File: src/logic/basicTypesPkg.sv
// ~~~~~~~~~~~~~~~~~~~~~~~~~~~~~~~~~~~~~~~
// common data path and tag types for the
// integer multiply unit, referenced by scope
// from every RTL file that needs them
// ~~~~~~~~~~~~~~~~~~~~~~~~~~~~~~~~~~~~~~~

`default_nettype none

package basicTypesPkg;

    // one integer register word
    localparam int DATA_WIDTH = 32;

    // operand or result word
    typedef logic [DATA_WIDTH-1:0] DataPath;

    // destination register index, 32 architectural registers
    localparam int TAG_WIDTH = 5;

    // tag travels with each op so writeback can match it
    typedef logic [TAG_WIDTH-1:0] MulTag;

endpackage : basicTypesPkg

`default_nettype wire

File: src/logic/mulOpTypesPkg.sv
// ~~~~~~~~~~~~~~~~~~~~~~~~~~~~~~~~~~~~~~~
// multiply op codes and the double-width
// product word, seen whole or as two halves
// ~~~~~~~~~~~~~~~~~~~~~~~~~~~~~~~~~~~~~~~

`default_nettype none

package mulOpTypesPkg;

    // low two bits of funct3 for the M-extension multiplies
    // MUL=000, MULH=001, MULHSU=010, MULHU=011
    typedef enum logic [1:0] {
        MUL_LOW     = 2'b00,
        MUL_HIGH    = 2'b01,
        MUL_HIGH_SU = 2'b10,
        MUL_HIGH_UU = 2'b11
    } IntMulCode;

    // upper and lower word of a product
    typedef struct packed {
        basicTypesPkg::DataPath hi;
        basicTypesPkg::DataPath lo;
    } MulHalves;

    // same 64 bits, two readings
    // core writes full, unit picks from halves
    typedef union packed {
        logic [2*basicTypesPkg::DATA_WIDTH-1:0] full;
        MulHalves                               halves;
    } MulProduct;

endpackage : mulOpTypesPkg

`default_nettype wire

File: src/logic/pipelinedMultiplier.sv
// ~~~~~~~~~~~~~~~~~~~~~~~~~~~~~~~~~~~~~~~
// pipelined 33x33 signed multiplier core
// operands widened by per-operand sign flags,
// product ready PIPELINE_DEPTH unstalled cycles later
// ~~~~~~~~~~~~~~~~~~~~~~~~~~~~~~~~~~~~~~~

`timescale 1ns/1ps
`default_nettype none

module pipelinedMultiplier #(
    parameter int PIPELINE_DEPTH = 3
) (
    input  logic                     clk,
    input  logic                     stall,
    input  basicTypesPkg::DataPath   srcA,
    input  basicTypesPkg::DataPath   srcB,
    input  logic                     signA,
    input  logic                     signB,
    output mulOpTypesPkg::MulProduct dst
);

    localparam int WORD = basicTypesPkg::DATA_WIDTH;

    // 33-bit operands, top bit is sign or zero
    logic signed [WORD:0] extA;
    logic signed [WORD:0] extB;

    // full signed product of two 33-bit values
    logic signed [2*WORD+1:0] fullProduct;

    // product register chain
    logic [2*WORD-1:0] prodStage [PIPELINE_DEPTH];

    // at least one stage for the multiply, one for the output
    generate
        if (PIPELINE_DEPTH < 2) begin : gDepthCheck
            $error("pipelinedMultiplier needs PIPELINE_DEPTH >= 2, got %0d",
                   PIPELINE_DEPTH);
        end
    endgenerate

    // widen each operand
    // signed op copies the msb, unsigned op pads a zero
    always_comb begin
        extA = {signA & srcA[WORD-1], srcA};
        extB = {signB & srcB[WORD-1], srcB};
    end

    // one signed multiply covers all four sign combinations
    always_comb begin
        fullProduct = extA * extB;
    end

    // shift the product along, whole chain frozen by stall
    // low 64 bits are exact for every signedness mix
    always_ff @(posedge clk) begin
        if (!stall) begin
            prodStage[0] <= fullProduct[2*WORD-1:0];
            for (int i = 1; i < PIPELINE_DEPTH; i++) begin
                prodStage[i] <= prodStage[i-1];
            end
        end
    end

    // last stage drives the full-vector view
    always_comb begin
        dst.full = prodStage[PIPELINE_DEPTH-1];
    end

endmodule : pipelinedMultiplier

`default_nettype wire

File: src/logic/pipelinedMultiplierUnit.sv
// ~~~~~~~~~~~~~~~~~~~~~~~~~~~~~~~~~~~~~~~
// multiply unit around the pipelined core
// decodes signedness, carries valid/tag/half
// select alongside, returns the chosen word
// ~~~~~~~~~~~~~~~~~~~~~~~~~~~~~~~~~~~~~~~

`timescale 1ns/1ps
`default_nettype none

module pipelinedMultiplierUnit #(
    parameter int PIPELINE_DEPTH = 3
) (
    input  logic                     clk,
    input  logic                     reset,
    input  logic                     stall,
    input  logic                     inValid,
    input  basicTypesPkg::DataPath   opA,
    input  basicTypesPkg::DataPath   opB,
    input  mulOpTypesPkg::IntMulCode mulCode,
    input  basicTypesPkg::MulTag     tag,
    output logic                     outValid,
    output basicTypesPkg::DataPath   dataOut,
    output basicTypesPkg::MulTag     outTag
);

    // operand signedness for the core
    logic signA;
    logic signB;

    // high word wanted, i.e. anything but plain MUL
    logic getUpper;

    // control pipe, one entry per core stage
    logic [PIPELINE_DEPTH-1:0] validPipe;
    logic [PIPELINE_DEPTH-1:0] upperPipe;
    basicTypesPkg::MulTag      tagPipe [PIPELINE_DEPTH];

    // product from the core
    mulOpTypesPkg::MulProduct product;

    pipelinedMultiplier #(
        .PIPELINE_DEPTH(PIPELINE_DEPTH)
    ) pipelinedMultiplier_inst (
        .clk  (clk),
        .stall(stall),
        .srcA (opA),
        .srcB (opB),
        .signA(signA),
        .signB(signB),
        .dst  (product)
    );

    // decode op code
    // MULHU: both unsigned
    // MULHSU: A signed, B unsigned
    // MUL, MULH: both signed
    always_comb begin
        signA    = (mulCode != mulOpTypesPkg::MUL_HIGH_UU);
        signB    = (mulCode == mulOpTypesPkg::MUL_LOW) ||
                   (mulCode == mulOpTypesPkg::MUL_HIGH);
        getUpper = (mulCode != mulOpTypesPkg::MUL_LOW);
    end

    // valid bits, cleared on reset, held on stall
    always_ff @(posedge clk) begin
        if (reset) begin
            validPipe <= '0;
        end else if (!stall) begin
            validPipe <= {validPipe[PIPELINE_DEPTH-2:0], inValid};
        end
    end

    // half select and tag follow the op, no reset needed
    always_ff @(posedge clk) begin
        if (!stall) begin
            upperPipe  <= {upperPipe[PIPELINE_DEPTH-2:0], getUpper};
            tagPipe[0] <= tag;
            for (int i = 1; i < PIPELINE_DEPTH; i++) begin
                tagPipe[i] <= tagPipe[i-1];
            end
        end
    end

    // last control stage lines up with the core output
    always_comb begin
        outValid = validPipe[PIPELINE_DEPTH-1];
        outTag   = tagPipe[PIPELINE_DEPTH-1];
    end

    // pick hi or lo through the halves view
    always_comb begin
        if (upperPipe[PIPELINE_DEPTH-1]) begin
            dataOut = product.halves.hi;
        end else begin
            dataOut = product.halves.lo;
        end
    end

    // an op may only enter the input stage on an unstalled edge
    // a rise after a stalled cycle means the core issued while stalled
    inValidNoRiseInStall: assert property (
        @(posedge clk) disable iff (reset)
        $rose(inValid) |-> !$past(stall)
    ) else $error("inValid rose after a stalled cycle");

    // control state fully known once out of reset
    outValidKnown: assert property (
        @(posedge clk) disable iff (reset)
        !$isunknown(outValid)
    ) else $error("outValid is unknown after reset");

endmodule : pipelinedMultiplierUnit

`default_nettype wire

File: src/logic/multiplierTop.sv
// ~~~~~~~~~~~~~~~~~~~~~~~~~~~~~~~~~~~~~~~
// multiply unit top level
// registers the issue port once, then feeds
// the pipelined unit; sets pipeline depth
// ~~~~~~~~~~~~~~~~~~~~~~~~~~~~~~~~~~~~~~~

`timescale 1ns/1ps
`default_nettype none

module multiplierTop #(
    parameter int PIPELINE_DEPTH = 3
) (
    input  logic                     clk,
    input  logic                     reset,
    input  logic                     issue,
    input  logic                     stall,
    input  basicTypesPkg::DataPath   opA,
    input  basicTypesPkg::DataPath   opB,
    input  mulOpTypesPkg::IntMulCode mulCode,
    input  basicTypesPkg::MulTag     tag,
    output logic                     resultValid,
    output basicTypesPkg::DataPath   result,
    output basicTypesPkg::MulTag     resultTag
);

    // issue stage, cuts the path from the core's issue logic
    logic                     issueValid;
    basicTypesPkg::DataPath   issueOpA;
    basicTypesPkg::DataPath   issueOpB;
    mulOpTypesPkg::IntMulCode issueCode;
    basicTypesPkg::MulTag     issueTag;

    // valid cleared on reset, frozen with the rest of the pipe
    always_ff @(posedge clk) begin
        if (reset) begin
            issueValid <= 1'b0;
        end else if (!stall) begin
            issueValid <= issue;
        end
    end

    // payload just follows when unstalled
    always_ff @(posedge clk) begin
        if (!stall) begin
            issueOpA  <= opA;
            issueOpB  <= opB;
            issueCode <= mulCode;
            issueTag  <= tag;
        end
    end

    // adds PIPELINE_DEPTH more cycles
    pipelinedMultiplierUnit #(
        .PIPELINE_DEPTH(PIPELINE_DEPTH)
    ) pipelinedMultiplierUnit_inst (
        .clk     (clk),
        .reset   (reset),
        .stall   (stall),
        .inValid (issueValid),
        .opA     (issueOpA),
        .opB     (issueOpB),
        .mulCode (issueCode),
        .tag     (issueTag),
        .outValid(resultValid),
        .dataOut (result),
        .outTag  (resultTag)
    );

endmodule : multiplierTop

`default_nettype wire

File: config.mk
export PLATFORM = sky130hd
export DESIGN_NAME = multiplierTop
export DESIGN_NICKNAME = d
export VERILOG_FILES = /design/src/logic/basicTypesPkg.sv /design/src/logic/mulOpTypesPkg.sv /design/src/logic/pipelinedMultiplier.sv /design/src/logic/pipelinedMultiplierUnit.sv /design/src/logic/multiplierTop.sv
export SDC_FILE = /design/constraint.sdc
export NUM_CORES = 2
export LEC_CHECK = 0
export ABC_AREA = 1
export ABC_CLOCK_PERIOD_IN_PS = 19000
export BUFFER_PORTS_ARGS = -buffer_cell sky130_fd_sc_hd__clkbuf_2
export CORE_MARGIN = 4
export CORE_UTILIZATION = 65
export CTS_CLUSTER_SIZE = 8
export DETAILED_ROUTE_END_ITERATION = 6
export PLACE_DENSITY = 0.89
export SETUP_SLACK_MARGIN = 0.5
export SLEW_MARGIN = 20
export SYNTH_ARGS = -nofsm -noshare
export SYNTH_HDL_FRONTEND = slang
export SYNTH_SLANG_ARGS = --single-unit
File: constraint.sdc
create_clock -name clk -period 19 [get_ports clk]
set_input_delay 1.9 -clock clk [delete_from_list [all_inputs] [get_ports clk]]
set_output_delay 1.9 -clock clk [all_outputs]
set_load 0.005 [all_outputs]
==> summary by stage <==
Floorplan
The die extent in x is approximately 280 µm. The effective utilization at floorplan is 66.1%. The floorplan has 99 rows. The area of the die is 0.0792 mm². The area of the core is 0.0735 mm². The chip height is 281 µm. Pin placement for this block handled 113 I/O pins.

Synth
The number of register bits inferred by synthesis is 285. The post-synthesis sequential area ratio is 17.5%. After synthesis, the cell types taking the most area are sky130_fd_sc_hd__fa_1 46%, sky130_fd_sc_hd__edfxtp_1 17%, sky130_fd_sc_hd__inv_1 12%, sky130_fd_sc_hd__nand2_1 11%, sky130_fd_sc_hd__ha_1 5.5%.

The synthesis warning total is 0. Of the total synthesized cell area, the portion taken by full adders, half adders and majority gates is 51.8%. The commonest cells after synthesis are 1,541 x sky130_fd_sc_hd__inv_1, 1,393 x sky130_fd_sc_hd__nand2_1, 1,125 x sky130_fd_sc_hd__fa_1, 281 x sky130_fd_sc_hd__edfxtp_1, 237 x sky130_fd_sc_hd__clkbuf_1. The leading cell type by number of instances after synthesis is sky130_fd_sc_hd__inv_1. The mapped netlist covers 0.0486 mm².

Summing the areas of all and, or, nand and nor instances in the mapped netlist gives roughly an eighth of the synthesized area. The largest total area in the synthesized netlist belongs to sky130_fd_sc_hd__fa_1. Yosys mapped a number of flops with a built-in enable equal to roughly 280. The portion of synthesized area spent on multiplexers is 0.742%. The dominant synthesized flop cell is sky130_fd_sc_hd__edfxtp_1. The cell count after synthesis came out at 5,320. Summing the areas of all compound-gate instances in the mapped netlist gives about 2% of the synthesized area. The post-synthesis async set-or-reset flop share is 0%.

The number of nets in the synthesized netlist is 6,732. After synthesis, the netlist uses 33 different library cells. By area, the combinational part of the netlist is dominated by adder cells. The mean area per synthesized cell is between 9 and 10 µm².

Summed over its instances, the top area cell type makes up 46.4% of the synthesized netlist area. The xor and xnor area share after synthesis is 0.757%.

Critical path
The data required time at the worst endpoint is slightly below 20 ns. Measured in cells, the most critical reg-to-reg path has a length of 25. The worst endpoint data arrival time is 9.10 ns. The worst setup path is launched from a flop.

The endpoint kind of the worst setup timing path is a flop. The type of the worst setup path is reg2reg. Of all nets on the critical path, the largest fanout is 20.

STA
Clock skew on the completed layout was measured at ~0.081 ns. After layout, the worst path uses 46.2% of the clock period. Static timing analysis puts the maximum clock frequency at 114 MHz.

The number of endpoints failing setup at the final stage is 0. The worst slew margin relative to its limit is 36.3%. At the pin with the least slew margin, the transition time is 0.955 ns. Setup repair after global routing left no endpoint under its margin. Final hold analysis gives a worst-case slack of 0.404 ns. The worst path needs 8.78 ns of the cycle, external delays included. The setup total negative slack is 0 ns. The number of hold violations in the final report is 0. The max-slew violation count is 0.

Layout
The area added between synthesis and finish is 5.32%. After routing the design area is 0.0512 mm². The filler cells instantiated in the layout total 5,129. The area of the multi-input gates is 0.0333 mm². The count of non-filler cells in the finished layout is 6,274. In the final layout, flip-flops and latches occupy 0.00852 mm². For this run, the post-layout net count is about 6,700.

Cells with a size suffix above 1 make up about 5.3% of the layout.

CTS
The total number of clock tree sinks is 285. The number of buffers on the longest clock path is 3. The number of CTS-inserted buffers is 43. The later pin in the worst-skew pair is clocked with a latency of 0.63 ns. The number of setup buffers added after CTS is 0. The cell chosen for the clock root is sky130_fd_sc_hd__clkbuf_16. The clock-pin slew on the worst setup and hold paths is 0.05 ns. The clock tree from TritonCTS is yes. The H-tree was split into 2 levels. The total of cells resized after clock tree synthesis is 0. Hold repair after CTS inserted 0 buffers.

Placed design
Routability-driven placement finished with a final weighted congestion of 1.01. Once placement finished, the instance area stood at 0.0499 mm². Once placement completed, the tool counted placed cells totaling 6,209. Detailed placement ended at an HPWL of 107,000 µm. The count of input and output buffers is about 110.

Drt
In the final routed layout, each cell accounts on average for 22.5 µm. The count of nets left with antenna violations once routing finished came out at 0. After detailed routing, the number of vias per cell comes to 5.87. In the routed design, unresolved DRC markers number 4. For this run, the detailed router's first-pass iteration total came to 7.

Across all layers, the routed design uses about 37,000 vias. The initial detailed-routing violation count is 4,003. The post-detailed-routing wire length is 141,000 µm.

Run status
The run finished, with violations left. The checks that failed: DRC.

Hold path
The path type of the worst min-delay path is reg2reg. The instance count along the most critical hold path is 0.

GRT
The remaining global-route overflow is 0. The first global-routing pass estimated 221,000 µm of wire. The initial antenna violation count is 2. The number of global-route vias before repair was 41,600. In the global route stage, overall resource usage came out at 36.8%.

The largest net degree at the start of global routing is 151.

Flow run
Max-cap violations in this run came to 0.
-- cells by family after synthesis --
kind of cell | after synthesis
fa+ha+maj | 1337
buf+inv | 1791
flops | 285
xor+xnor | 42
mux | 32
compound gates | 172
simple gates | 1661
-- metrics by stage --
step / worst slack (ns) / utilization, %
6_report: 10.22 / 69.7
5_1_grt: 9.88 / 69.6
4_1_cts: 10.39 / 69.6
3_5_place_dp: 10.44 / 67.9
3_3_place_gp: 10.59 / 67.9
2_1_floorplan: 11.00 / -
-- layout by cell type, fill, tap and decap left out, types with 3 or more instances in the layout --
cell / n
sky130_fd_sc_hd__inv_1: 1540
sky130_fd_sc_hd__nand2_1: 1393
sky130_fd_sc_hd__fa_1: 1124
sky130_fd_sc_hd__edfxtp_1: 281
sky130_fd_sc_hd__ha_1: 212
sky130_fd_sc_hd__nor2_1: 151
sky130_fd_sc_hd__clkbuf_2: 112
sky130_fd_sc_hd__a21oi_1: 102
sky130_fd_sc_hd__nand3_1: 68
sky130_fd_sc_hd__buf_4: 68
sky130_fd_sc_hd__clkbuf_16: 43
sky130_fd_sc_hd__o21ai_0: 38
sky130_fd_sc_hd__xor2_1: 36
sky130_fd_sc_hd__mux2_2: 32
sky130_fd_sc_hd__o21bai_1: 20
sky130_fd_sc_hd__nand4_1: 15
sky130_fd_sc_hd__clkbuf_1: 11
sky130_fd_sc_hd__nor3_1: 9
sky130_fd_sc_hd__or2_2: 7
sky130_fd_sc_hd__xnor2_1: 6
sky130_fd_sc_hd__o21a_1: 5
sky130_fd_sc_hd__nand3b_1: 5
sky130_fd_sc_hd__nand3_2: 4
sky130_fd_sc_hd__dfxtp_1: 4
sky130_fd_sc_hd__nand2_2: 3
sky130_fd_sc_hd__nor4_1: 3
-- metal layers --
metal	up-vias	GRT usage, %	share of wire (%)
met2	2969	59.8	46
met1	17800	42.5	31
li1	15000	-	-
met3	1041	11.5	14
met5	-	0.179	0
met4	0	23.9	8.6
-- critical path: stages, from the launching register on --
cell and delay [ns]:
sky130_fd_sc_hd__edfxtp_1 0.76, sky130_fd_sc_hd__nand2_1 0.41, sky130_fd_sc_hd__nand2_1 0.14, sky130_fd_sc_hd__inv_1 0.13, sky130_fd_sc_hd__nand2_1 0.13, sky130_fd_sc_hd__inv_1 0.10, sky130_fd_sc_hd__fa_1 0.53, sky130_fd_sc_hd__fa_1 0.57
sky130_fd_sc_hd__fa_2 0.51, sky130_fd_sc_hd__inv_1 0.42, sky130_fd_sc_hd__fa_1 0.53, sky130_fd_sc_hd__fa_1 0.51, sky130_fd_sc_hd__fa_1 0.57, sky130_fd_sc_hd__fa_1 0.43, sky130_fd_sc_hd__fa_1 0.50, sky130_fd_sc_hd__inv_1 0.04
sky130_fd_sc_hd__ha_1 0.35, sky130_fd_sc_hd__a21oi_1 0.31, sky130_fd_sc_hd__o21ai_0 0.20, sky130_fd_sc_hd__a21oi_1 0.34, sky130_fd_sc_hd__inv_1 0.10, sky130_fd_sc_hd__a21oi_1 0.15, sky130_fd_sc_hd__nand3_1 0.23, sky130_fd_sc_hd__nand2_1 0.12
sky130_fd_sc_hd__inv_1 0.04, sky130_fd_sc_hd__nor2_1 0.33
-- final timing paths --
kind / start / to / slack, ns
setup / recovery: issueCode[0] / flop / 10.22
hold / removal: flop / flop / 0.40
setup reg to reg: issueCode[0] / flop / 10.22
hold reg to reg: flop / flop / 0.40
-- cell type report --
type                    count  share of cell area [%]
well taps                 959                    2.35
inverters                1541                    11.3
diodes                      2                 0.00978
flip-flops and latches    285                    16.6
clock buffers              54                    2.18
repair buffers            181                    2.15
multi-input cells        3244                    65.1
clock inverters             8                   0.235
Power is not shown: default switching activity piles up to over one toggle a cycle in this logic, so the estimate is an artifact.
